### config.mk
export PLATFORM = sky130hd
export DESIGN_NAME = vending_top
export DESIGN_NICKNAME = d
export VERILOG_FILES = /design/src/verilog/vending_pkg.sv /design/src/verilog/product_selector.sv /design/src/verilog/stock_keeper.sv /design/src/verilog/credit_ledger.sv /design/src/verilog/vending_top.sv
export SDC_FILE = /design/constraint.sdc
export NUM_CORES = 1
export LEC_CHECK = 0
export ABC_CLOCK_PERIOD_IN_PS = 6900
export BUFFER_PORTS_ARGS = -buffer_cell sky130_fd_sc_hd__buf_2
export CAP_MARGIN = 25
export CORE_ASPECT_RATIO = 2
export CORE_MARGIN = 2
export CORE_UTILIZATION = 61
export DETAILED_ROUTE_END_ITERATION = 10
export PLACE_DENSITY = 0.8
export SYNTH_ARGS = -nofsm -noshare
export SYNTH_HDL_FRONTEND = slang
export SYNTH_SLANG_ARGS = --single-unit
### constraint.sdc
create_clock -name clk -period 6.9 [get_ports clk]
set_input_delay 0.69 -clock clk [delete_from_list [all_inputs] [get_ports clk]]
set_output_delay 0.69 -clock clk [all_outputs]
set_load 0.01 [all_outputs]
### src/verilog/vending_pkg.sv
`default_nettype none

package vending_pkg;

    ////////////////////////////////////////////////
    // widths
    ////////////////////////////////////////////////

    // credit or coin amount in 100 won units
    typedef logic [6:0] money_t;
    // stock of one product
    typedef logic [3:0] count_t;
    // 0 is no product, 1 to 4 are products
    typedef logic [2:0] prod_id_t;
    // cursor position 0..3
    typedef logic [1:0] cursor_t;

    typedef enum logic [1:0] {
        mode_idle,
        mode_coin_hold,
        mode_returning
    } credit_mode_t;

    ////////////////////////////////////////////////
    // button bus bit positions
    ////////////////////////////////////////////////
    localparam int btn_coin_lo   = 0;
    localparam int btn_return    = 3;
    localparam int btn_move_down = 4;
    localparam int btn_restock   = 5;
    localparam int btn_select    = 7;
    localparam int btn_buy       = 9;
    localparam int btn_move_up   = 10;
    localparam int btn_admin     = 11;

    // coin values, bit 2 / bit 1 / bit 0 of the coin field
    localparam money_t coin_small = 7'd1;
    localparam money_t coin_mid   = 7'd5;
    localparam money_t coin_large = 7'd10;

    localparam int num_products = 4;

    // index 0 is product 1
    localparam money_t [num_products-1:0] prod_price      = {7'd18, 7'd15, 7'd12, 7'd10};
    localparam count_t [num_products-1:0] prod_init_count = {4'd4, 4'd0, 4'd1, 4'd9};

    localparam count_t stock_limit   = 4'd9;
    localparam money_t credit_max    = 7'd99;
    localparam int     history_depth = 9;

    // simulation scale timer limits
    localparam int coin_hold_cycles   = 20;
    localparam int return_step_cycles = 10;
    localparam int timer_w            = $clog2(coin_hold_cycles);

endpackage

`default_nettype wire

### src/verilog/product_selector.sv
`timescale 1ns/1ps
`default_nettype none

module product_selector (
    input  logic                  clk,
    input  logic                  rst,
    input  logic                  move_up,
    input  logic                  move_down,
    input  logic                  select_toggle,
    input  logic                  admin_toggle,
    input  logic                  buy,
    input  vending_pkg::count_t   prod_count_current,
    output vending_pkg::cursor_t  cursor,
    output vending_pkg::prod_id_t selected_item,
    output logic                  admin_mode
);
    import vending_pkg::*;

    localparam cursor_t cursor_top    = 2'd0;
    localparam cursor_t cursor_bottom = 2'd3;

    // product number under the cursor
    prod_id_t cursor_item;
    logic     cursor_is_selected;

    assign cursor_item        = prod_id_t'(cursor) + prod_id_t'(1);
    assign cursor_is_selected = (selected_item == cursor_item);

    //////////////////////////////////////////////////
    // cursor movement
    //////////////////////////////////////////////////

    always_ff @(posedge clk) begin
        if (!rst) begin
            cursor <= cursor_top;
        end else if (move_up) begin
            // up goes toward product 1
            if (cursor != cursor_top) begin
                cursor <= cursor - cursor_t'(1);
            end
        end else if (move_down) begin
            if (cursor != cursor_bottom) begin
                cursor <= cursor + cursor_t'(1);
            end
        end
    end

    //////////////////////////////////////////////////
    // selection
    //////////////////////////////////////////////////

    always_ff @(posedge clk) begin
        if (!rst) begin
            selected_item <= '0;
        end else if (select_toggle) begin
            if (cursor_is_selected) begin
                // second press on same product deselects
                selected_item <= '0;
            end else if (prod_count_current != '0) begin
                selected_item <= cursor_item;
            end
        end else if (buy) begin
            selected_item <= '0;
        end
    end

    // admin flag
    always_ff @(posedge clk) begin
        if (!rst) begin
            admin_mode <= 1'b0;
        end else if (admin_toggle) begin
            admin_mode <= ~admin_mode;
        end
    end

    // button bus carries at most one strobe per cycle
    a_strobes_onehot: assert property (
        @(posedge clk) disable iff (!rst)
        $onehot0({move_up, move_down, select_toggle, admin_toggle, buy})
    );

endmodule

`default_nettype wire

### src/verilog/stock_keeper.sv
`timescale 1ns/1ps
`default_nettype none

module stock_keeper (
    input  logic                  clk,
    input  logic                  rst,
    input  vending_pkg::cursor_t  cursor,
    input  vending_pkg::prod_id_t selected_item,
    input  logic                  admin_mode,
    input  logic                  sell,
    input  logic                  restock,
    output vending_pkg::count_t   prod_count_current,
    output vending_pkg::count_t   selected_stock
);
    import vending_pkg::*;

    count_t  stock [num_products];
    cursor_t sel_idx;

    // product n lives at index n-1
    assign sel_idx = cursor_t'(selected_item - prod_id_t'(1));

    //////////////////////////////////////////////////
    // counters
    //////////////////////////////////////////////////

    always_ff @(posedge clk) begin
        if (!rst) begin
            for (int i = 0; i < num_products; i++) begin
                stock[i] <= prod_init_count[i];
            end
        end else if (sell) begin
            stock[sel_idx] <= stock[sel_idx] - count_t'(1);
        end else if (restock && admin_mode) begin
            // refill one at a time, capped
            if (stock[cursor] < stock_limit) begin
                stock[cursor] <= stock[cursor] + count_t'(1);
            end
        end
    end

    //////////////////////////////////////////////////
    // readout
    //////////////////////////////////////////////////

    assign prod_count_current = stock[cursor];

    always_comb begin
        if (selected_item == '0) begin
            selected_stock = '0;
        end else begin
            selected_stock = stock[sel_idx];
        end
    end

    // the ledger only sells a product that is in stock
    a_sell_in_stock: assert property (
        @(posedge clk) disable iff (!rst)
        sell |-> (selected_stock != '0)
    );

endmodule

`default_nettype wire

### src/verilog/credit_ledger.sv
`timescale 1ns/1ps
`default_nettype none

module credit_ledger (
    input  logic                  clk,
    input  logic                  rst,
    input  logic [2:0]            coin,
    input  logic                  buy,
    input  logic                  return_req,
    input  vending_pkg::prod_id_t selected_item,
    input  vending_pkg::count_t   selected_stock,
    output logic                  sell,
    output vending_pkg::money_t   display_money,
    output logic                  sale_done,
    output logic                  short_money
);
    import vending_pkg::*;

    // running totals, entry 0 is the current credit
    money_t             history [history_depth];
    logic               history_disabled;
    credit_mode_t       mode;
    // shared by coin hold and return steps
    logic [timer_w-1:0] timer;
    money_t             coin_shown;

    money_t  credit;
    money_t  coin_val;
    money_t  coin_sum;
    money_t  price;
    money_t  step_credit;
    cursor_t sel_idx;
    logic    coin_ok;
    logic    buy_ok;
    logic    short_req;
    logic    timer_done;
    logic    return_step;
    logic    return_empty;

    assign credit = history[0];

    always_comb begin
        case (coin)
            3'b100:  coin_val = coin_small;
            3'b010:  coin_val = coin_mid;
            3'b001:  coin_val = coin_large;
            default: coin_val = '0;
        endcase
    end

    // max 99 + 10 still fits 7 bits
    assign coin_sum = credit + coin_val;
    assign coin_ok  = (coin_val != '0) && (coin_sum <= credit_max) && (mode != mode_returning);

    //////////////////////////////////////////////////
    // purchase decision
    //////////////////////////////////////////////////

    assign sel_idx   = cursor_t'(selected_item - prod_id_t'(1));
    assign price     = prod_price[sel_idx];
    assign buy_ok    = buy && (selected_item != '0) && (mode != mode_returning);
    assign sell      = buy_ok && (selected_stock != '0) && (credit >= price);
    assign short_req = buy_ok && (credit < price);

    always_comb begin
        timer_done = 1'b0;
        if (mode == mode_coin_hold) begin
            timer_done = (timer == timer_w'(coin_hold_cycles - 1));
        end else if (mode == mode_returning) begin
            timer_done = (timer == timer_w'(return_step_cycles - 1));
        end
    end

    // after a sale change goes out one unit per step
    assign step_credit  = history_disabled ? (credit - money_t'(1)) : history[1];
    assign return_step  = (mode == mode_returning) && timer_done;
    // return with nothing to give back just ends
    assign return_empty = return_req && (mode != mode_returning) && (credit == '0);

    //////////////////////////////////////////////////
    // history
    //////////////////////////////////////////////////

    always_ff @(posedge clk) begin
        if (!rst) begin
            for (int i = 0; i < history_depth; i++) begin
                history[i] <= '0;
            end
            history_disabled <= 1'b0;
        end else if (coin_ok) begin
            history[0] <= coin_sum;
            for (int i = 1; i < history_depth; i++) begin
                history[i] <= history[i-1];
            end
        end else if (sell) begin
            history[0] <= credit - price;
            for (int i = 1; i < history_depth; i++) begin
                history[i] <= '0;
            end
            history_disabled <= 1'b1;
        end else if (return_step) begin
            if (history_disabled) begin
                history[0] <= step_credit;
            end else begin
                for (int i = 0; i < history_depth - 1; i++) begin
                    history[i] <= history[i+1];
                end
                history[history_depth-1] <= '0;
            end
            if (step_credit == '0) begin
                history_disabled <= 1'b0;
            end
        end else if (return_empty) begin
            history_disabled <= 1'b0;
        end
    end

    //////////////////////////////////////////////////
    // mode FSM and timer
    //////////////////////////////////////////////////

    always_ff @(posedge clk) begin
        if (!rst) begin
            mode        <= mode_idle;
            timer       <= '0;
            sale_done   <= 1'b0;
            short_money <= 1'b0;
        end else begin
            sale_done   <= sell;
            short_money <= short_req;
            if (mode == mode_returning) begin
                if (timer_done) begin
                    timer <= '0;
                    if (step_credit == '0) begin
                        mode <= mode_idle;
                    end
                end else begin
                    timer <= timer + 1'b1;
                end
            end else if (coin_ok) begin
                // a new coin restarts the hold
                mode  <= mode_coin_hold;
                timer <= '0;
            end else if (return_req) begin
                timer <= '0;
                mode  <= (credit != '0) ? mode_returning : mode_idle;
            end else if (mode == mode_coin_hold) begin
                if (timer_done) begin
                    mode  <= mode_idle;
                    timer <= '0;
                end else begin
                    timer <= timer + 1'b1;
                end
            end
        end
    end

    always_ff @(posedge clk) begin
        if (coin_ok) begin
            coin_shown <= coin_val;
        end
    end

    assign display_money = (mode == mode_coin_hold) ? coin_shown : credit;

    a_strobes_onehot: assert property (
        @(posedge clk) disable iff (!rst)
        $onehot0({coin, buy, return_req})
    );

    // returned money only goes down
    a_return_falls: assert property (
        @(posedge clk) disable iff (!rst)
        (mode == mode_returning) |=> (display_money <= $past(display_money))
    );

endmodule

`default_nettype wire

### src/verilog/vending_top.sv
`timescale 1ns/1ps
`default_nettype none

module vending_top (
    input  logic                  clk,
    input  logic                  rst,
    input  logic [11:0]           buttons,
    output vending_pkg::money_t   display_money,
    output vending_pkg::count_t   prod_count_current,
    output vending_pkg::prod_id_t selected_item,
    output logic                  admin_mode,
    output logic                  sale_done,
    output logic                  short_money
);
    import vending_pkg::*;

    //////////////////////////////////////////////////
    // button bus split
    //////////////////////////////////////////////////

    wire       move_up       = buttons[btn_move_up];
    wire       move_down     = buttons[btn_move_down];
    wire       select_toggle = buttons[btn_select];
    wire       admin_toggle  = buttons[btn_admin];
    wire       buy           = buttons[btn_buy];
    wire       return_req    = buttons[btn_return];
    wire       restock       = buttons[btn_restock];
    wire [2:0] coin          = buttons[btn_coin_lo +: 3];

    // block to block
    cursor_t cursor;
    count_t  selected_stock;
    logic    sell;

    product_selector selector_i (
        .clk                (clk),
        .rst                (rst),
        .move_up            (move_up),
        .move_down          (move_down),
        .select_toggle      (select_toggle),
        .admin_toggle       (admin_toggle),
        .buy                (buy),
        .prod_count_current (prod_count_current),
        .cursor             (cursor),
        .selected_item      (selected_item),
        .admin_mode         (admin_mode)
    );

    stock_keeper stock_i (
        .clk                (clk),
        .rst                (rst),
        .cursor             (cursor),
        .selected_item      (selected_item),
        .admin_mode         (admin_mode),
        .sell               (sell),
        .restock            (restock),
        .prod_count_current (prod_count_current),
        .selected_stock     (selected_stock)
    );

    credit_ledger ledger_i (
        .clk            (clk),
        .rst            (rst),
        .coin           (coin),
        .buy            (buy),
        .return_req     (return_req),
        .selected_item  (selected_item),
        .selected_stock (selected_stock),
        .sell           (sell),
        .display_money  (display_money),
        .sale_done      (sale_done),
        .short_money    (short_money)
    );

endmodule

`default_nettype wire

==> qor.json, run 1 <==
{
  "status": {
    "status": "finished clean"
  },
  "grt": {
    "grt.total_usage": 0.251,
    "antenna_found_initial": 0,
    "grt_use_met1": 0.285,
    "most_used_routing_layer_in_global_routing": "met2",
    "grt_start_max_net_pins": 60,
    "grt_overflow": 0,
    "grt_pass1_vias": 4080,
    "use_met2": 0.440,
    "met3_usage": 0.0335,
    "grt_first_pass_wirelength_mm": 19.5
  },
  "clock_network": {
    "clk_root_buffer_cell": "sky130_fd_sc_hd__clkbuf_16",
    "cts_hold_buffers": 0,
    "numClockSinks": 100,
    "cts_buffer_depth": 2,
    "cts.repair_timing.setup_buffer_count": 0,
    "cts_made_buffers": 9,
    "post_cts_resized": 0,
    "cts-htree-levels": 3,
    "cts.clk_slew.worst_paths_ns": 0.07,
    "cts_tree": "yes",
    "insertion_delay_ns": 0.35
  },
  "synth": {
    "synth.lib_cells_used.distinct": 58,
    "ys_async_sr_fraction": 0,
    "netlist_area_sq_um": 5510,
    "synth_enable_flop_cells": 82,
    "ys_top_cells_by_area": "sky130_fd_sc_hd__edfxtp_1 (45%), sky130_fd_sc_hd__a22o_1 (7.3%), sky130_fd_sc_hd__dfxtp_1 (6.5%)",
    "syn_inst": 485,
    "synthMostInstantiatedCell": "sky130_fd_sc_hd__edfxtp_1",
    "synth.largest_area_cell": "sky130_fd_sc_hd__edfxtp_1",
    "ys_ff_latch": 100,
    "synth_warnings": 0,
    "yosysTopAreaCellShare": 0.447,
    "synth_top_flop_cell": "sky130_fd_sc_hd__edfxtp_1",
    "syn_nets": 524,
    "synth_common_cells": "sky130_fd_sc_hd__edfxtp_1 (82), sky130_fd_sc_hd__a22o_1 (46), sky130_fd_sc_hd__nand2_1 (35), sky130_fd_sc_hd__nor2_1 (32), sky130_fd_sc_hd__inv_1 (31)",
    "post_synthesis_sequential_area_ratio": 0.513,
    "synthesis.area_per_instance_sq_um": 11.4
  },
  "route": {
    "route.antenna.remaining_nets": 0,
    "route.detailed.drc": 0,
    "firstDrtPassIters": 5,
    "routedWlPerCell_um": 19.4,
    "routed-via-count": 3963,
    "via_per_inst": 6.50,
    "dr.first_iter.drc_count": 362,
    "wirelength_mm": 11.8
  },
  "floorplan": {
    "initial_core_util": 0.619,
    "die_w_um": 71.2,
    "die_area_sq_um": 9850,
    "chipHeight_um": 138,
    "core_region_area_sq_um": 8890,
    "floorplan.io_pins": 31,
    "rows": 49
  },
  "finish": {
    "finalCoreUtilization": 0.673,
    "n_antenna_cell": 0,
    "final_net_count": 542,
    "fraction_of_final_layout_cells_sized_beyond_drive_strength_1": 0.136,
    "layout-area-overhead-vs-synth_pct": 8.59
  },
  "worst_setup_path": {
    "critical_path.most_common_cell": "sky130_fd_sc_hd__inv_1",
    "max_stage_delay_ns": 0.92,
    "critical_path.cell_chain": "buf_2, xnor2_1, nor2_1, ha_1, inv_1, fa_1, nand2b_1, a21oi_1, xor2_1, a31oi_1, and3_2, inv_1, o221ai_1",
    "crit_buf_inv": 3,
    "r2r_setup_slack_ns": 2.83,
    "critical_path_arrival_ns": 4.42,
    "regToRegEndpoint": "ledger_i.history[0][17]",
    "timing.reg2reg.worst_path_depth": 10,
    "critical-path-top-delay-family": "simple AND/OR/NAND/NOR gates",
    "worst_setup_path_end_kind": "flop",
    "worst_r2r_startpoint": "selector_i.selected_item[0]",
    "timing.critical_path.fanout_max": 59,
    "startpoint_type": "input pin",
    "timing.setup.critical_path_class": "in2reg",
    "slowest_stage": "sky130_fd_sc_hd__and3_2",
    "worst-endpoint-required_ns": 7.08
  },
  "job": {
    "timing.max_cap.violations": 0
  },
  "sta": {
    "fin_setup_tns_ns": 0,
    "worst_slew_pin_slew_ns": 0.999,
    "finalSetupViolCount": 0,
    "min_period_ns": 4.24,
    "fmax_mhz": 236,
    "min_period_over_period": 0.615,
    "final.setup_skew_ns": 0.00991,
    "max-slew-margin-rel": 0.334,
    "final-hold-violation-count": 0,
    "unrepaired_setup_endpoints_after_global_routing": "false",
    "timing.hold.ws_ns": 0.521,
    "slew_violations": 0
  },
  "worst_hold_path": {
    "hold-path-cell-count": 2,
    "holdCritStartpoint": "ledger_i.mode[0]",
    "tightest_hold_check_type": "reg2reg",
    "hold-path-endpoint": "ledger_i.mode[0]"
  },
  "power": {
    "vdd_ir_drop_max_mv": 0.172,
    "cellPowerDensity_nw_per_um2": 316,
    "static-leakage-power_nw": 2.34
  },
  "placement": {
    "place.port_buffers": 28,
    "gp_routability_congestion": 0.962,
    "dp_hpwl_mm": 8.49
  }
}
## worst max path at each step
stage | cells past startpoint | to | slack [ns] | start
floorplan | 4 | ledger_i.history[0][10] | 0.87 | rst
global placement | 13 | ledger_i.history[0][1] | 2.46 | buttons[1]
detailed placement | 13 | ledger_i.history[0][1] | 2.38 | buttons[1]
CTS | 13 | ledger_i.history[0][1] | 2.72 | buttons[1]
global route | 13 | ledger_i.history[0][11] | 2.38 | buttons[1]
finish | 13 | ledger_i.history[0][1] | 2.66 | buttons[1]
## registers in the layout (all words and copies together) (netlist names), named ones only
register	cells
ledger_i.history	63
stock_i.stock	16
ledger_i.timer	5
ledger_i.coin_shown	3
selector_i.selected_item	3
ledger_i.mode	2
selector_i.cursor	2
ledger_i.history_disabled	1
ledger_i.sale_done	1
ledger_i.short_money	1
selector_i.admin_mode	1
## worst min-delay path, delay by kind of cell, from the launching register on
| family | cells | cell delay, ns |
|---|---|---|
| AOI/OAI and AO/OA | 2 | 0.14 |
| DFF | 1 | 0.34 |
## power breakdown
group	switching, mW	leakage, nW	internal [mW]	total, mW
clock network	0.235	0.143	0.253	0.488
logic	0.318	1.18	0.232	0.551
registers	0.0934	1.02	0.760	0.853
total	0.646	2.34	1.25	1.89
## layout by cell type (no fill, tap or decap), drive strengths merged, types with 17 or more instances in the layout
cell	netlist	final
a21oi	19	19
a22o	47	47
buf	10	30
dfxtp	18	18
edfxtp	82	82
ha	23	23
inv	31	35
nand2	36	36
nor2	33	33
o21ai	24	24
xnor2	17	17
## final cells by class
cell class | count | area, sq um
clock buffer | 9 | 225
clock inverter | 7 | 63.8
fill | 677 | 2910
inverter | 31 | 116
multi-input combinational | 331 | 2470
sequential | 100 | 2820
tap | 102 | 128
timing repair buffer | 30 | 155
## per-stage QoR
step           cells  total power [mW]  area, sq um  worst slack [ns]
2_1_floorplan    485              1.27         5510             0.874
3_3_place_gp     594              1.38         5690              2.46
3_5_place_dp     594              1.41         5690              2.38
4_1_cts          610              1.90         5980              2.72
5_1_grt          610              1.99         5980              2.38
6_report         610              1.89         5980              2.66
## routing by layer
layer  part of all wire  up-vias
met5                  0        -
met4              0.043        0
met3              0.035       39
met2               0.55      141
met1               0.38     1926
li1                   -     1857
## cell families after synthesis
logic type      Yosys count  share of synthesized area
simple gates            142                      0.137
flops                   100                      0.513
xor+xnor                 25                     0.0398
buf+inv                  54                     0.0423
fa+ha+maj                25                     0.0595
mux                       9                     0.0345
compound gates          130                      0.175
No activity file was read; power rests on OpenSTA's default activity.
==> run 2: changes to the inputs <==
--- a/config.mk
+++ b/config.mk
@@ -5,14 +5,15 @@
 export SDC_FILE = /design/constraint.sdc
 export NUM_CORES = 1
 export LEC_CHECK = 0
-export ABC_CLOCK_PERIOD_IN_PS = 6900
+export ABC_AREA = 1
+export ABC_CLOCK_PERIOD_IN_PS = 3950
 export BUFFER_PORTS_ARGS = -buffer_cell sky130_fd_sc_hd__buf_2
 export CAP_MARGIN = 25
 export CORE_ASPECT_RATIO = 2
 export CORE_MARGIN = 2
-export CORE_UTILIZATION = 61
+export CORE_UTILIZATION = 62
 export DETAILED_ROUTE_END_ITERATION = 10
-export PLACE_DENSITY = 0.8
+export PLACE_DENSITY = 0.81
 export SYNTH_ARGS = -nofsm -noshare
 export SYNTH_HDL_FRONTEND = slang
 export SYNTH_SLANG_ARGS = --single-unit
==> constraint.sdc (replaced) <==
create_clock -name clk -period 3.95 [get_ports clk]
set_input_delay 0.395 -clock clk [delete_from_list [all_inputs] [get_ports clk]]
set_output_delay 0.395 -clock clk [all_outputs]
set_load 0.01 [all_outputs]
==> run 2 against run 1 <==
Against the previous run: sequential share of layout area is 3.0 points lower; die area is 5.5% higher; hold slack worse by 0.23 ns; critical path depth is 2 higher; clock skew is 0.0031 ns lower; setup slack worse by 1.9 ns; register-to-register slack worse by 2.1 ns; critical path type is now reg2reg; largest cell class unchanged; highest routed layer unchanged.
==> qor.json, run 2 <==
{
  "synth": {
    "yosysTopAreaCellShare": {"value": 0.416, "change": "-0.0311"},
    "synth_top_flop_cell": "sky130_fd_sc_hd__edfxtp_1",
    "synth_enable_flop_cells": {"value": 82, "change": "unchanged"},
    "synth.lib_cells_used.distinct": {"value": 47, "change": "-19%"},
    "synth_warnings": {"value": 0, "change": "unchanged"},
    "netlist_area": {"value": 5920, "unit": "sq um", "change": "+7.5%"},
    "post_synthesis_sequential_area_ratio": {"value": 0.477, "change": "-0.0357"},
    "ys_async_sr_fraction": {"value": 0, "change": "unchanged"},
    "synthesis.area_per_instance": {"value": 8.64, "unit": "sq um", "change": "-24%"},
    "syn_inst": {"value": 685, "change": "+41%"},
    "ys_ff_latch": {"value": 100, "change": "unchanged"},
    "synthMostInstantiatedCell": "sky130_fd_sc_hd__nand2_1",
    "ys_top_cells_by_area": "sky130_fd_sc_hd__edfxtp_1 (42%), sky130_fd_sc_hd__nand2_1 (9.8%), sky130_fd_sc_hd__dfxtp_1 (6.1%)",
    "synth_common_cells": "sky130_fd_sc_hd__nand2_1 (154), sky130_fd_sc_hd__inv_1 (95), sky130_fd_sc_hd__edfxtp_1 (82), sky130_fd_sc_hd__nand3_1 (56), sky130_fd_sc_hd__nor2_1 (47)",
    "syn_nets": {"value": 724, "change": "+38%"},
    "synth.largest_area_cell": "sky130_fd_sc_hd__edfxtp_1"
  },
  "floorplan": {
    "die_w": {"value": 73.1, "unit": "um", "change": "+2.7%"},
    "core_region_area": {"value": 9320, "unit": "sq um", "change": "+4.9%"},
    "chipHeight": {"value": 142, "unit": "um", "change": "+2.7%"},
    "die_area": {"value": 10400, "unit": "sq um", "change": "+5.5%"},
    "initial_core_util": {"value": 0.635, "change": "+0.0155"},
    "rows": {"value": 50, "change": "+2.0%"},
    "floorplan.io_pins": {"value": 31, "change": "unchanged"}
  },
  "clock_network": {
    "insertion_delay": {"value": 0.35, "unit": "ns", "change": "about the same"},
    "cts_buffer_depth": {"value": 2, "change": "unchanged"},
    "numClockSinks": {"value": 100, "change": "unchanged"},
    "cts.clk_slew.worst_paths": {"value": 0.07, "unit": "ns", "change": "about the same"},
    "cts.repair_timing.setup_buffer_count": {"value": 0, "change": "unchanged"},
    "cts-htree-levels": {"value": 3, "change": "unchanged"},
    "cts_tree": "yes",
    "cts_made_buffers": {"value": 9, "change": "unchanged"},
    "cts_hold_buffers": {"value": 0, "change": "unchanged"},
    "clk_root_buffer_cell": "sky130_fd_sc_hd__clkbuf_16",
    "post_cts_resized": {"value": 0, "change": "unchanged"}
  },
  "job": {
    "timing.max_cap.violations": {"value": 0, "change": "unchanged"}
  },
  "finish": {
    "regMostFlops": "ledger_i.history",
    "largest_register_ff_count": {"value": 63, "change": "unchanged"},
    "fraction_of_final_layout_cells_sized_beyond_drive_strength_1": {"value": 0.139, "change": "+0.00283"},
    "final_net_count": {"value": 749, "change": "+38%"},
    "layout_commonest_cell": "sky130_fd_sc_hd__nand2_1",
    "final_cell_mix": "sky130_fd_sc_hd__nand2_1 (153), sky130_fd_sc_hd__inv_1 (95), sky130_fd_sc_hd__edfxtp_1 (82)",
    "largest_registers": "ledger_i.history (63), stock_i.stock (16), ledger_i.timer (5)",
    "n_antenna_cell": {"value": 0, "change": "unchanged"},
    "layout-area-overhead-vs-synth_pct": 7.89,
    "post_layout_instance_area": {"value": 6380, "unit": "sq um", "change": "+6.8%"}
  },
  "worst_setup_path": {
    "timing.setup.critical_path_class": "reg2reg",
    "max_stage_delay": {"value": 0.47, "unit": "ns", "change": "-0.45 ns"},
    "critical_path_arrival": {"value": 3.27, "unit": "ns", "change": "-1.15 ns"},
    "startpoint_type": "flop",
    "timing.critical_path.fanout_max": {"value": 48, "change": "-19%"},
    "regToRegEndpoint": "ledger_i.history[0][14]",
    "timing.reg2reg.worst_path_depth": {"value": 15, "change": "+5"},
    "critical_path.cell_chain": "inv_1, ha_1, xnor2_1, ha_1, nand3_1, nand2_1, nand2_1, nand3_2, nand3_4, nand2_2, inv_1, nand2_1, inv_1, nand2_2, buf_12",
    "crit_buf_inv": {"value": 4, "change": "+1"},
    "slowest_stage": "sky130_fd_sc_hd__dfxtp_1",
    "worst_setup_path_end_kind": "flop",
    "critical-path-top-delay-family": "simple AND/OR/NAND/NOR gates",
    "r2r_setup_slack": {"value": 0.71, "unit": "ns", "change": "-2.12 ns"},
    "worst-endpoint-required": {"value": 3.98, "unit": "ns", "change": "-3.10 ns"},
    "worst_r2r_startpoint": "selector_i.selected_item[1]"
  },
  "sta": {
    "worst_slew_pin_slew": {"value": 0.647, "unit": "ns", "change": "-0.352 ns"},
    "min_period_ns": 3.24,
    "slew_violations": {"value": 0, "change": "unchanged"},
    "min_period_over_period": 0.820,
    "unrepaired_setup_endpoints_after_global_routing": "false",
    "finalSetupViolCount": {"value": 0, "change": "unchanged"},
    "final.setup_skew": {"value": 0.00678, "unit": "ns", "change": "-0.00313 ns"},
    "fmax_mhz": 309,
    "max-slew-margin-rel": {"value": 0.565, "change": "+0.231"},
    "final-hold-violation-count": {"value": 0, "change": "unchanged"},
    "fin_setup_tns": {"value": 0, "unit": "ns", "change": "unchanged"}
  },
  "power": {
    "p_total": {"value": 2.92, "unit": "mW", "change": "+54%"},
    "static-leakage-power": {"value": 2.76, "unit": "nW", "change": "+18%"},
    "cellPowerDensity": {"value": 457, "unit": "nW/um^2", "change": "+44%"},
    "vdd_ir_drop_max": {"value": 0.283, "unit": "mV", "change": "+65%"}
  },
  "grt": {
    "grt.total_usage": {"value": 0.270, "change": "+0.0190"},
    "grt_overflow": {"value": 0, "change": "unchanged"},
    "grt_pass1_vias": {"value": 4804, "change": "+18%"},
    "antenna_found_initial": {"value": 0, "change": "unchanged"},
    "grt_start_max_net_pins": {"value": 49, "change": "-18%"},
    "grt_first_pass_wirelength": {"value": 21.6, "unit": "mm", "change": "+11%"}
  },
  "route": {
    "wirelength": {"value": 13.1, "unit": "mm", "change": "+11%"},
    "dr_wl_met3": {"value": 488, "unit": "um", "change": "+17%"},
    "total_met2_wirelength_after_detailed_routing": {"value": 7.28, "unit": "mm", "change": "+13%"},
    "detail_route.wirelength.met1": {"value": 4.53, "unit": "mm", "change": "+2.1%"},
    "routedWlPerCell": {"value": 16.0, "unit": "um", "change": "-17%"},
    "route.antenna.remaining_nets": {"value": 0, "change": "unchanged"},
    "via_per_inst": {"value": 5.79, "change": "-11%"},
    "route.detailed.drc": {"value": 0, "change": "unchanged"},
    "routed-via-count": {"value": 4733, "change": "+19%"},
    "topRoutingLayerUsed": "met4",
    "firstDrtPassIters": {"value": 5, "change": "unchanged"},
    "dr.first_iter.drc_count": {"value": 335, "change": "-7.5%"}
  },
  "placement": {
    "place_area": {"value": 6130, "unit": "sq um", "change": "+7.7%"},
    "place.port_buffers": {"value": 28, "change": "unchanged"},
    "dp_hpwl": {"value": 9.84, "unit": "mm", "change": "+16%"},
    "gp_routability_congestion": {"value": 0.970, "change": "+0.83%"}
  },
  "worst_hold_path": {
    "tightest_hold_check_type": "in2reg",
    "hold-path-endpoint": "selector_i.admin_mode",
    "holdCritStartpoint": "buttons[11]",
    "hold-path-cell-count": {"value": 3, "change": "+1"}
  },
  "status": {
    "status": "finished clean"
  }
}
[run 2: through the flow]
step | std cells | utilization | worst slack (ns) | hold slack, ns
detailed placement | 803 | 0.657 | 0.398 | 0.471
CTS | 818 | 0.685 | 0.728 | 0.302
floorplan | 685 | - | 0.133 | 0.455
global route | 818 | 0.685 | 0.432 | 0.311
finish | 818 | 0.685 | 0.712 | 0.295
global placement | 803 | 0.657 | 0.530 | 0.474
[run 2: tightest hold or removal path: stages]
cell and delay [ns]:
sky130_fd_sc_hd__buf_2 0.08, sky130_fd_sc_hd__xnor2_1 0.05, sky130_fd_sc_hd__nor2_1 0.07
[run 2: power breakdown]
group          switching, mW  internal [mW]
logic                  0.506          0.252
clock network          0.371          0.420
registers             0.0822           1.28
total                  0.959           1.96
[run 2: how the worst max path moves through the flow]
stage / slack [ns] / startpoint / endpoint / depth (start not counted)
global placement: 0.53 / buttons[2] / ledger_i.history[0][50] / 19
global route: 0.43 / buttons[2] / ledger_i.history[0][49] / 19
detailed placement: 0.40 / buttons[2] / ledger_i.history[0][50] / 19
floorplan: 0.13 / selector_i.selected_item[0] / ledger_i.history[0][10] / 15
CTS: 0.73 / selector_i.selected_item[1] / ledger_i.history[0][37] / 15
finish: 0.71 / selector_i.selected_item[1] / ledger_i.history[0][14] / 15
[run 2: area by class of cell]
class,instances,area [sq um]
fillers,730,2940
flip-flops and latches,100,2820
multi-input cells,453,2530
inverters,111,423
clock buffers,10,229
repair buffers,35,218
well taps,104,130
clock inverters,5,30.0
[run 2: logic make-up after synthesis]
kind of cell,Yosys count,synth area share
simple gates,310,0.248
buf+inv,132,0.0956
compound gates,103,0.102
flops,100,0.477
fa+ha+maj,25,0.0554
xor+xnor,15,0.0222
[run 2: routing by layer]
metal | vias up | track usage
met5 | - | 0
met4 | 0 | 0.179
met3 | 53 | 0.0397
met2 | 153 | 0.497
met1 | 2190 | 0.266
li1 | 2337 | -
